==> config.mk <==
export PLATFORM = sky130hd
export DESIGN_NAME = edge_job_unit
export DESIGN_NICKNAME = d
export VERILOG_FILES = /design/src/common/cu_settings.svh /design/src/common/cu_pkg.sv /design/src/cu_control/edge_job_unit.sv
export SDC_FILE = /design/constraint.sdc
export NUM_CORES = 1
export LEC_CHECK = 0
export ABC_AREA = 1
export CORE_AREA = 3 3 194 196
export DETAILED_ROUTE_END_ITERATION = 8
export DIE_AREA = 0 0 197 199
export DONT_BUFFER_PORTS = 1
export PLACE_DENSITY = 0.67
export SLEW_MARGIN = 20
export SYNTH_ARGS = -nofsm -noshare
export SYNTH_HDL_FRONTEND = slang
export SYNTH_SLANG_ARGS = --single-unit
==> constraint.sdc <==
create_clock -name clock -period 4.4 [get_ports clock]
set_input_delay 0.66 -clock clock [delete_from_list [all_inputs] [get_ports clock]]
set_output_delay 0.66 -clock clock [all_outputs]
set_load 0.02 [all_outputs]
==> src/common/cu_settings.svh <==
`ifndef CU_SETTINGS_SVH
`define CU_SETTINGS_SVH

// command FIFO depths, one per job unit
`define CU_VERTEX_FIFO_DEPTH 16
`define CU_EDGE_FIFO_DEPTH   32

// vertex records waiting for the edge unit
`define CU_JOB_QUEUE_DEPTH   8

// alfull rises once fewer entries than this are free
`define CU_ALFULL_MARGIN     4

// vertex reads in flight at once
`define CU_MAX_OUTSTANDING   8

`endif

==> src/common/cu_pkg.sv <==
`default_nettype none

package cu_pkg;

	////////////////////////////////////////
	// job unit identifiers
	////////////////////////////////////////

	typedef enum logic {
		vertex_control_id = 1'b0,
		edge_control_id   = 1'b1
	} cu_id_t;

	////////////////////////////////////////
	// read command line
	////////////////////////////////////////

	typedef struct packed {
		logic        valid;
		cu_id_t      cu_id;
		logic [7:0]  tag;
		logic [63:0] address;
	} cmd_line_t;

	////////////////////////////////////////
	// graph records
	////////////////////////////////////////

	// edge_offset indexes the edge array
	typedef struct packed {
		logic [31:0] degree;
		logic [31:0] edge_offset;
	} vertex_rec_t;

	typedef struct packed {
		logic [31:0] dest;
		logic [31:0] weight;
	} edge_rec_t;

	// one memory word, decoded by the cu_id of its read
	typedef union packed {
		vertex_rec_t vertex_rec;
		edge_rec_t   edge_rec;
	} payload_u;

	// one returning read beat
	typedef struct packed {
		logic       valid;
		cu_id_t     cu_id;
		logic [7:0] tag;
		payload_u   payload;
	} data_line_t;

	// work element descriptor
	typedef struct packed {
		logic        valid;
		logic [63:0] vertex_base;
		logic [63:0] edge_base;
		logic [31:0] num_vertices;
		logic [31:0] num_edges;
	} wed_t;

endpackage

`default_nettype wire

==> src/cu_control/edge_job_unit.sv <==
`timescale 1ns/100ps
`default_nettype none

module edge_job_unit
	import cu_pkg::*;
(
	input  logic        clock,
	input  logic        rstn,
	input  logic        enabled,
	input  wed_t        wed,
	input  data_line_t  edge_data,
	input  logic        cmd_alfull,
	output cmd_line_t   command_out,
	input  logic        job_valid,
	input  vertex_rec_t job,
	output logic        job_pop,
	output logic [31:0] vertices_done,
	output logic [31:0] edges_done,
	output logic [31:0] weight_sum
);

	logic        active;
	vertex_rec_t current;
	logic [31:0] edge_idx;
	logic [7:0]  tag_count;
	logic        issue;
	logic        last_edge;
	logic        beat;
	edge_rec_t   record;

	////////////////////////////////////////
	// vertex job fetch
	////////////////////////////////////////

	// next job only once the current vertex is fully issued
	assign job_pop = enabled && wed.valid && !active && job_valid;

	always_ff @(posedge clock) begin
		if (job_pop) begin
			current <= job;
		end
	end

	////////////////////////////////////////
	// edge read issue
	////////////////////////////////////////

	assign issue     = enabled && wed.valid && active && !cmd_alfull;
	assign last_edge = (edge_idx == current.degree - 1'b1);

	always_comb begin
		command_out         = '0;
		command_out.valid   = issue;
		command_out.cu_id   = edge_control_id;
		command_out.tag     = tag_count;
		command_out.address = wed.edge_base + {29'd0, current.edge_offset + edge_idx, 3'b000};
	end

	// returning edge records
	assign beat   = enabled && edge_data.valid && (edge_data.cu_id == edge_control_id);
	assign record = edge_data.payload.edge_rec;

	always_ff @(posedge clock or negedge rstn) begin
		if (!rstn) begin
			active        <= 1'b0;
			edge_idx      <= '0;
			tag_count     <= '0;
			vertices_done <= '0;
			edges_done    <= '0;
			weight_sum    <= '0;
		end else if (enabled) begin
			if (!wed.valid) begin
				active        <= 1'b0;
				edge_idx      <= '0;
				tag_count     <= '0;
				vertices_done <= '0;
				edges_done    <= '0;
				weight_sum    <= '0;
			end else begin
				if (job_pop) begin
					active   <= 1'b1;
					edge_idx <= '0;
				end else if (issue) begin
					tag_count <= tag_count + 1'b1;
					if (last_edge) begin
						// vertex counts as done with its last read issued
						active        <= 1'b0;
						vertices_done <= vertices_done + 1'b1;
					end else begin
						edge_idx <= edge_idx + 1'b1;
					end
				end
				if (beat) begin
					edges_done <= edges_done + 1'b1;
					weight_sum <= weight_sum + record.weight;
				end
			end
		end
	end

endmodule

`default_nettype wire

# After elaboration in Yosys (flattened, before gate mapping)
# Index checks and enable logic that the tools add are counted.
[totals] register_bits=201 wordCells=57 out_inout_bits=171
[classes] eq_ne=8 reduce_logical=14 n_addsub=8 muxes=19
[op_table] operator="32-bit two-way mux" count=12
[op_table] operator="32-bit by 1-bit adder with 32-bit output, second input constant" count=3
[op_table] operator="32-bit adder" count=2
[op_table] operator="64-bit by 35-bit adder with 64-bit output" count=1
[op_table] operator="32-bit == test" count=1
[op_table] operator="32-bit by 1-bit subtractor with 32-bit output, second input constant" count=1
[op_table] operator="8-bit two-way mux" count=3
[op_table] operator="3-bit AND reduction" count=3
[op_table] operator="8-bit by 1-bit adder with 8-bit output, second input constant" count=1
[op_table] operator="1-bit logical AND" count=7
[op_table] operator="2-bit by 1-bit != test with 1-bit output, second input constant" count=3
[op_table] operator="3-bit by 1-bit != test with 1-bit output, second input constant" count=2
[op_table] operator="1-bit two-way mux" count=4
[op_table] operator="4-bit AND reduction" count=1
[op_table] operator="3-bit != test, second input constant" count=1
[op_table] operator="1-bit zero test" count=2
[op_table] operator="2-bit != test, second input constant" count=1
[op_table] operator="2-bit AND reduction" count=1

# Logic depth before layout (Yosys ltp)
# Gate-level depths: netlist (run 1).
[depth] word_depth=6 ltp_mapped=27 depth_no_buf=27

# Worst setup path after synthesis (run 1)
# Ideal clock, no wire load.
[synth_timing] path_type="register to output" from="reg edge_idx[0]" to="out command_out[36] in the netlist's numbering" required_time_ns=3.740 path_buffers=0 t_arrival_ns=3.909 path_slack_ns=-0.169 stages_incl_launch_ff=23 path_cell_list="dfrtp_1 ha_1 inv_1 fa_1 o21ai_0 nand2_1 nand3_1 nand2_1 nand2_1 a21oi_1 o21ai_0 nand2_1 nand3_1 nand2_1 ha_1 nand2_1 nor2_1 inv_1 nor2_1 nand3_1 o21ai_0 a21oi_1 xnor2_1"
[synth_lines] element="start, declared" line_no="edge_job_unit.sv:24" source="logic [31:0] edge_idx;"
[synth_lines] element="start signal, assigned" line_no="edge_job_unit.sv:90" source="edge_idx <= edge_idx + 1'b1;"
[synth_lines] element="end, declared" line_no="edge_job_unit.sv:13" source="output cmd_line_t command_out,"

==> impl_results.md, run 1 <==
- Vias in the first global route: 19000
- Clk Tree Root Cell: clkbuf_16
- Port Buffer Count: 0
- Post-DP HPWL: roughly 48000 um
- Final setup fails: 51
- Fmax: 197 MHz
- MaxCap Viol Count: 0
- Min-delay worst type: input port to async pin
- DP Area: 20100 sq um
- Total Routing Usage GR: about 31%
- Most common cell after layout, fill and taps aside: nand2_1
- Share of layout cells above drive strength 1: 24.0%
- Arrival time worst endpoint: 4.42 ns
- Die Area: 39200 sq um
- Max Clock Skew: 0.0185 ns
- Reg clk slew, reported paths: 0.07 ns
- Fill cells: 2973
- Final nets: between 3000 and 4000
- Core area: 36300 sq um
- Die Wd: 197 um
- Mean routed wirelength per cell: 19.2 um
- CTS tree: done
- Status: complete, but fails checks
- ANT nets after route: 0
- Rel. slew slack: between 30% and 40%
- Max Buffers Root-to-Sink: 3
- Die Ht: 199 um
- Global-route wire length before repair: 97900 um
- Hold WS: 0.0575 ns
- Initial antenna violation count: 9
- Pre-CTS setup slack: -0.363 ns
- Final worst-path setup slack: -0.678 ns
- Failing checks: setup timing
- Post-Syn Area: 18100 sq um
- I/O pins: between 500 and 600
- Row count: 70
- Syn_area_per_cell: 6.66 sq um
- Initial Util: 49.9%
- Largest net degree at the start of global routing: 138
- Via-per-instance ratio: just under 6
- Mapped Nets: 3159
- Worst setup SP type: flip-flop
- Final Hold Vio Count: 0
- Final Max Slew Viols: 0
- Pwr Density: 250 nW/um^2
- Seq/Total Area, Yosys: 29.6%
- DRC Markers: 0
- Flop2flop setup slack: 1.29 ns
- Total power: 5.94 mW
- Pre-Repair DR Iteration Count: 6
- Leak: 10.7 nW
- Area Growth Syn to Fin: 31.5%
- Cts bufs inserted: 24
- Final instance area: 23800 sq um
- Synthesis Warnings: 0
- Mapped Cells: between 2000 and 3000
- Primary FF master, synth: dfrtp_1
- Vias: 20000
- Measured slew at the worst slew-check pin: ~0.94 ns
- Post-Route Setup TNS: -25.77 ns
- CP max FO: 4
- Kind of critical path: flip-flop to primary output
- Drt total wl: approximately 66000 um
- Crit path time final: a little over 5 ns
- VDD IR-drop max: 0.288 mV
- H-tree levels: 1
- Grt ovf: 0
- GPL Wtd Cong: between 1 and 1.5
- Synth Register Bits: roughly 200
- Post-synth ARST share: 68.2%
- CP Capture Type: primary output
- Drt initial violations: about 1400
- Count of different cell masters after synthesis: 52
- Post-synth EDFFs: between 60 and 70
- Clock Sinks: ~200
- CP required: 3.74 ns
- Crit share post-route: 115%
- Most frequent cells in the layout: 637 x nand2_1, 283 x nor2_1, 278 x inv_1
- Worst skew pair latency: between 0.5 and 0.6 ns
- RSZ-0062 raised after global routing: yes
stage by stage:
stage	utilization [%]	std cells
final	65.6	3458
after detailed placement	55.3	3345
after floorplan	-	2717
after CTS	63.2	3421
after global routing	65.6	3457
after global placement	55.3	3345
worst paths after layout:
path	from	end	depth (start not counted)
worst max register to register	current[32]	active	15
worst min register to register	edges_done[17]	edges_done[17]	1
worst max-delay path	edge_idx[0]	command_out[60]	26
worst min-delay path	rstn	weight_sum[17]	1
min in group clock	job[63]	current[63]	0
max in group asynchronous	rstn	tag_count[5]	1
sequential cells by signal (all words and copies together) (netlist names):
register and count:
current 64, edge_idx 32, edges_done 32, vertices_done 32
weight_sum 32, tag_count 8, active 1
cell type report:
cell class / instances / area [sq um] / area share [%]
Multi-Input combinational cell: 2147 / 13400 / 56.4
Sequential cell: 201 / 5350 / 22.5
Timing Repair Buffer: 280 / 2320 / 9.74
Inverter: 312 / 1190 / 4.98
Clock buffer: 27 / 633 / 2.66
Tap cell: 468 / 586 / 2.46
Clock inverter: 17 / 295 / 1.24
Antenna cell: 6 / 15.0 / 0.0631
metal layers:
layer,part of all wire [%],routed length (um),global-route usage (%)
met1,38,25500,36.0
met4,5.8,3870,15.6
met2,47,31400,53.1
met5,0.048,32,0
met3,8.3,5530,7.35
kinds of logic (layout without fill, tap and decap cells):
family                     Yosys count  after routing  share of synthesized area [%]
xor gates and xnor gates           163            163                           7.89
DFF                                201            201                           29.6
buffers and inverters              369            636                           8.08
other                                1              7                         0.0207
adders and majority gates          106            106                           7.45
AOI/OAI and AO/OA                  367            367                           11.4
and+or+nand+nor                   1510           1510                           35.6
report_power, final:
group / total, mW / internal [mW] / switching, mW
sequential: 2.14 / 2.00 / 0.135
clock: 2.30 / 1.46 / 0.839
combinational: 1.50 / 0.573 / 0.931
what timing repair did:
item / 4_1_cts / 5_1_grt
endpoints found under the hold margin: 137 / 0
endpoints found under the setup margin: 53 / 54
resized for setup: 413 / 133
pin swaps: 133 / 99
hold buffers: 1 / 0
setup buffers: 36 / 34
gates cloned: 0 / 0
critical path: stages (launching register included):
cell and delay [ns]:
dfrtp_1 0.35, ha_2 0.18, inv_2 0.04, fa_2 0.35, o21ai_2 0.16, nand2_1 0.09
nand3_2 0.09, nand2_2 0.08, nand2_2 0.09, buf_6 0.12, a21oi_4 0.05, o21ai_1 0.16
buf_4 0.18, nand2_2 0.06, nand2_1 0.06, nand2_1 0.06, nand2_2 0.10, ha_4 0.23
a21oi_2 0.20, nor2_1 0.09, nor2_2 0.21, o21ai_2 0.10, a21oi_2 0.16, o21ai_4 0.12
buf_4 0.16, a21oi_2 0.19, xnor2_2 0.19
cell usage after synthesis, drive strengths merged, types with 29 or more instances:
cell | instances | area share, %
nand2 | 724 | 15
nor2 | 356 | 7.8
inv | 312 | 6.5
nand3 | 234 | 6.6
a21oi | 165 | 4.7
dfrtp | 137 | 19
o21ai | 116 | 3.2
nor3 | 109 | 3.1
ha | 103 | 7.1
xor2 | 102 | 4.9
edfxtp | 64 | 11
xnor2 | 61 | 3.0
nand4 | 37 | 1.3
nor4 | 32 | 1.1
buf | 29 | 1.0
Power figures use the tool's default switching activity.
==> run 2, diff against run 1 <==
- GPL_ROUTABILITY_DRIVEN: not set -> 0
- PLACE_DENSITY: 0.67 -> not set
- clock period: 4.4 -> 6.2 ns (I/O delays scaled with it)
==> impl_results.md, run 2 (synthesis gave the netlist of run 1 again) <==
- Final instance area: 19500 sq um (-18%)
- Largest register by flop count: current
- DRC Markers: 0 (unchanged)
- Status: finished clean
- Net load switching power: 1.19 mW (-37%)
- Rel. slew slack: 31.7% (-5.4 points)
- Clock Sinks: 201 (unchanged)
- Cell count of the worst reg-to-reg path: 14 (-1)
- H-tree levels: 1 (unchanged)
- Clk Tree Root Cell: clkbuf_16
- CTS tree: done
- Arrival time worst endpoint: 4.94 ns (+0.52 ns)
- ANT nets after route: 0 (unchanged)
- Global-route wire length before repair: 89400 um (-8.7%)
- Final setup fails: 0 (-100%)
- Final nets: 3141 (-7.8%)
- Largest net degree at the start of global routing: 138 (unchanged)
- Crit share post-route: 94.6%
- DP Area: 18500 sq um (-7.8%)
- Pre-Repair DR Iteration Count: 8 (+2)
- Max Clock Skew: 0.0224 ns (+0.00390 ns)
- Vias: 18000 (-10%)
- CP Capture Type: primary output
- Total power: 3.78 mW (-36%)
- Port Buffer Count: 0 (unchanged)
- Reg clk slew, reported paths: 0.06 ns (about the same)
- Final Max Slew Viols: 0 (unchanged)
- Worst reg2reg startpoint: current[32]
- Clock network fraction of total power: 41.0% (+2.3 points)
- Final Hold Vio Count: 0 (unchanged)
- Grt ovf: 0 (unchanged)
- Worst setup SP type: flip-flop
- Drt initial violations: 1214 (-16%)
- Placed Cells incl. Taps: 3140 (-6.1%)
- Most common cell after layout, fill and taps aside: nand2_1
- MaxCap Viol Count: 0 (unchanged)
- Initial Util: 49.9% (unchanged)
- Drt total wl: 58200 um (-12%)
- Measured slew at the worst slew-check pin: 1.02 ns (+0.0857 ns)
- Post-DP HPWL: 46600 um (-3.3%)
- Initial antenna violation count: 8 (-1)
- Total Routing Usage GR: 28.4% (-2.4 points)
- Crit path time final: 5.87 ns
- Share of layout cells above drive strength 1: 4.05% (-20 points)
- Switching share of total power: 31.5% (-0.53 points)
- Kind of critical path: flip-flop to primary output
- Layout Cells excl Fill: 3193 (-7.7%)
- Max FFs per register: 64 (unchanged)
- CP max FO: 7 (+3)
- Vias in the first global route: 16700 (-12%)
- Fmax: between 150 and 200 MHz
- Max Buffers Root-to-Sink: 3 (unchanged)
- VDD IR-drop max: 0.217 mV (-25%)
- Via-per-instance ratio: 5.62 (-2.7%)
- Pwr Density: 194 nW/um^2 (-22%)
- CP required: 5.27 ns (+1.53 ns)
- RSZ-0062 raised after global routing: no
- Min-delay worst type: input port to async pin
- I/O pins: 507 (unchanged)
- Die Wd: 197 um (unchanged)
- Leak: 8.84 nW (-17%)
- CTS Hold Bufs: 0 (-1)
- Area Growth Syn to Fin: 7.64%
- Post-Route Setup TNS: 0 ns (+25.77 ns)
- Core area: 36300 sq um (unchanged)
- Comb power frac: 18.8% (-6.5 points)
- Internal: 2.59 mW (-36%)
- Die Area: 39200 sq um (unchanged)
- Reg power frac: 40.1% (+4.1 points)
- Flop2flop setup slack: 3.10 ns (+1.81 ns)
- Postcts setup bufs: 0 (-100%)
- Worst skew pair latency: 0.56 ns (about the same)
- Die Ht: 199 um (unchanged)
- Mean routed wirelength per cell: 18.2 um (-5.0%)
- Most frequent cells in the layout: 717 x nand2_1, 339 x nor2_1, 305 x inv_1
- Row count: 70 (unchanged)
- R2R Path End: vertices_done[29]
- Cts bufs inserted: 25 (+4.2%)
## run 2: changes by cell type in the layout (fill, tap and decap cells not counted), moves of 33 or more
cell	before	now
buf_4	234	12
nand2_1	637	717
nand2_2	66	6
nor2_1	283	339
a21oi_1	108	160
buf_6	42	0
a21oi_2	39	4
ha_1	70	103
## run 2: timing repair
action	in CTS	in global routing
pin swaps	0	1
setup endpoints to repair	28	37
gates resized for setup	8	17
## run 2: critical path, stage by stage (launching register included)
cell	delay (ns)
dfrtp_1	0.46
ha_1	0.39
nand3_1	0.09
nand2_1	0.16
a21oi_2	0.11
o21bai_1	0.32
a21oi_1	0.17
o21ai_1	0.35
nand2_1	0.09
nand2_1	0.08
xor2_1	0.08
ha_1	0.43
nand2_1	0.13
nor2_1	0.16
inv_1	0.07
nor2_1	0.33
nand4_1	0.14
nand3_1	0.19
nand2_1	0.07
o21ai_0	0.14
xor2_1	0.42
## run 2: area by class of cell
type	instances	area, sq um
Multi-Input combinational cell	2147	11400
Sequential cell	201	5350
Fill cell	3611	16800
Timing Repair Buffer	12	90.1
Inverter	312	1170
Antenna cell	8	20.0
Clock inverter	11	174
Tap cell	468	586
Clock buffer	34	699
## run 2: how the worst max path moves through the flow
stage / startpoint / to / slack (ns) / cells after the start
6_report: edge_idx[2] / command_out[53] / 0.33 / 20
5_1_grt: edge_idx[0] / command_out[52] / 0.003 / 24
2_1_floorplan: edge_idx[0] / command_out[36] / 1.36 / 22
3_3_place_gp: edge_idx[0] / command_out[30] / 0.47 / 21
3_5_place_dp: edge_idx[0] / command_out[60] / 0.28 / 22
4_1_cts: edge_idx[0] / command_out[36] / 0.01 / 22
## run 2: through the flow
step | util [%] | hold slack [ns] | worst slack (ns)
2_1_floorplan | - | 0.541 | 1.36
3_3_place_gp | 51.0 | 0.603 | 0.472
3_5_place_dp | 51.0 | 0.628 | 0.285
4_1_cts | 53.5 | 0.0418 | 0.0122
5_1_grt | 53.7 | 0.0409 | 0.00281
6_report | 53.7 | 0.0734 | 0.333
## run 2: power by group through the flow
stage / Clock [mW] / Sequential (mW) / Combinational [mW]
after global placement: 0 / 1.54 / 0.690
after CTS: 1.60 / 1.52 / 0.704
after detailed placement: 0 / 1.54 / 0.698
after global routing: 1.65 / 1.53 / 0.788
final: 1.55 / 1.52 / 0.712
after floorplan: 0 / 1.52 / 0.542
## run 2: routing by layer
metal	global-route usage, %	vias to the layer above	share of wire, %
met3	6.35	108	7.6
met4	9.79	2	3.5
met5	0	-	0.017
li1	-	8938	-
met2	48.3	635	47
met1	35.9	8275	42
==> run 3, diff against run 2 <==
- CELL_PAD_IN_SITES_DETAIL_PLACEMENT: not set -> 2
- CELL_PAD_IN_SITES_GLOBAL_PLACEMENT: not set -> 2
- CORE_AREA: 3 3 194 196 -> not set
- CORE_MARGIN: not set -> 3
- CORE_UTILIZATION: not set -> 37
- DIE_AREA: 0 0 197 199 -> not set
- PLACE_DENSITY_LB_ADDON: not set -> 0.1
==> impl_results.md, run 3 (synthesis gave the netlist of run 1 again) <==
- Initial Util: 37.7% (-12 points)
- Largest net degree at the start of global routing: 138 (unchanged)
- Final Hold Vio Count: 0 (unchanged)
- Most common cell after layout, fill and taps aside: nand2_1
- Flop2flop setup slack: 2.74 ns (-0.36 ns)
- Clock Sinks: 201 (unchanged)
- Row count: 80 (+14%)
- Mean routed wirelength per cell: 23.3 um (+28%)
- GRT met3 Usage: 9.77% (+3.4 points)
- Max Clock Skew: 0.0189 ns (-0.00352 ns)
- Reg clk slew, reported paths: 0.07 ns (about the same)
- Max Buffers Root-to-Sink: 3 (unchanged)
- Post-DP HPWL: 62600 um (+34%)
- Reg power frac: 39.7% (-0.4 points)
- Switching share of total power: 35.3% (+3.8 points)
- Grt ovf: 0 (unchanged)
- Crit path time final: 5.87 ns (+0.00348 ns)
- Leak: 8.88 nW (+0.51%)
- Met1 usage: 38.3% (+2.5 points)
- M2 GR Usage: 48.1% (-0.15 points)
- Final Max Slew Viols: 0 (unchanged)
- Arrival time worst endpoint: 4.94 ns (about the same)
- Pre-Repair DR Iteration Count: 7 (-1)
- Comb power frac: 19.9% (+1.1 points)
- Port Buffer Count: 0 (unchanged)
- Clock network fraction of total power: 40.4% (-0.6 points)
- Total power: 3.86 mW (+2.2%)
- Drt total wl: 78100 um (+34%)
- CP Capture Type: primary output
- Final setup fails: 0 (unchanged)
- CP max FO: 6 (-1)
- Largest register by flop count: current
- Drt initial violations: 894 (-26%)
- Worst skew pair latency: 0.58 ns (+0.02 ns)
- Most frequent cells in the layout: 715 x nand2_1, 333 x nor2_1, 305 x inv_1
- Multi-input combinational cell area: 11500 sq um (+0.97%)
- I/O pins: 507 (unchanged)
- Core area: 48000 sq um (+33%)
- Internal: 2.50 mW (-3.5%)
- Post-Route Setup TNS: 0 ns (unchanged)
- Hold WS: 0.0543 ns (-0.0191 ns)
- ANT nets after route: 0 (unchanged)
- Total Routing Usage GR: 29.3% (+0.91 points)
- Status: finished clean
- Share of layout cells above drive strength 1: 5.67% (+1.6 points)
- Initial antenna violation count: 13 (+5)
- Crit share post-route: 94.7% (about the same)
- Vias in the first global route: 20500 (+23%)
- CP required: 5.27 ns (about the same)
- Layout Utilization: 41.3% (-12 points)
- VDD IR-drop max: 0.189 mV (-13%)
- Cts bufs inserted: 26 (+4.0%)
- DRC Markers: 0 (unchanged)
- Die Wd: 227 um (+15%)
- Clk Tree Root Cell: clkbuf_16
- CTS tree: done
- Area Growth Syn to Fin: 9.67%
- Final nets: 3155 (+0.45%)
- GRT Max-Usage Layer: met2
- Fmax: 170 MHz (about the same)
- Kind of critical path: flip-flop to primary output
- Fill cells: 5849 (+62%)
- Net load switching power: 1.36 mW (+14%)
- Via-per-instance ratio: 5.66 (+0.73%)
- MaxCap Viol Count: 0 (unchanged)
- Die Area: 51600 sq um (+32%)
- Pwr Density: 194 nW/um^2 (+0.26%)
- Worst reg2reg startpoint: current[32]
- Max FFs per register: 64 (unchanged)
- Measured slew at the worst slew-check pin: 1.17 ns (+0.148 ns)
- H-tree levels: 1 (unchanged)
- R2R Path End: edge_idx[22]
- FF+latch area: 5350 sq um (about the same)
- Rel. slew slack: 21.8% (-9.9 points)
- Vias: 19000 (+5.7%)
- Min-delay worst type: input port to async pin
- Die Ht: 227 um (+14%)
- Postcts setup bufs: 0 (unchanged)
- Worst setup SP type: flip-flop
- Global-route wire length before repair: 119000 um (+33%)
- Cell count of the worst reg-to-reg path: 15 (+1)
[run 3: how the worst max path moves through the flow]
stage	from	end	slack, ns	cells after the start
2_1_floorplan	edge_idx[0]	command_out[36]	1.36	22
3_3_place_gp	edge_idx[0]	command_out[53]	0.46	21
3_5_place_dp	edge_idx[0]	command_out[52]	0.17	24
4_1_cts	edge_idx[0]	command_out[58]	0.0007	23
5_1_grt	edge_idx[0]	command_out[32]	-0.03	24
6_report	edge_idx[14]	command_out[48]	0.33	19
[run 3: cell type report]
| class | instances | share of cell area, % |
|---|---|---|
| multi-input combinational | 2147 | 57.9 |
| sequential | 201 | 27.0 |
| inverter | 312 | 5.91 |
| tap | 615 | 3.88 |
| clock buffer | 27 | 3.30 |
| clock inverter | 21 | 1.02 |
| timing repair buffer | 25 | 0.945 |
| antenna | 4 | 0.0504 |
[run 3: through the flow]
stage          cell area [sq um]  instances  worst slack (ns)
2_1_floorplan              18100       2717              1.36
3_3_place_gp               18800       3300             0.460
3_5_place_dp               18800       3300             0.173
4_1_cts                    19700       3348          0.000716
5_1_grt                    19800       3349           -0.0341
6_report                   19900       3352             0.330
[run 3: power groups by stage]
stage	clock (mW)	sequential [mW]	combinational [mW]
final	1.56	1.53	0.768
after global routing	1.66	1.54	0.847
after CTS	1.60	1.53	0.758
after detailed placement	0	1.56	0.751
after global placement	0	1.55	0.718
after floorplan	0	1.52	0.542
[run 3: critical path, cell delays in order, from the launching register on]
cell,delay (ns)
dfrtp_1,0.50
ha_1,0.44
nand2_1,0.09
nand2_1,0.11
a21oi_1,0.11
o31ai_2,0.39
a21oi_1,0.08
o21ai_1,0.24
a21oi_1,0.14
xnor2_1,0.21
ha_1,0.45
nand2_1,0.13
nor2_1,0.23
inv_1,0.15
o21ai_0,0.38
inv_1,0.12
nand2_1,0.08
nand2_1,0.04
o211ai_1,0.16
xor2_2,0.30
[run 3: repair_timing]
action | CTS | global route
pin swaps | 0 | 6
endpoints found under the setup margin | 38 | 38
hold endpoints to repair | 0 | 0
hold buffers | 0 | 0
resized for setup | 9 | 46
[run 3: metal layers]
| metal | vias up | wire length, um |
|---|---|---|
| met3 | 93 | 7080 |
| li1 | 8939 | - |
| met2 | 427 | 35400 |
| met5 | - | 148 |
| met1 | 9508 | 34200 |
| met4 | 22 | 1300 |
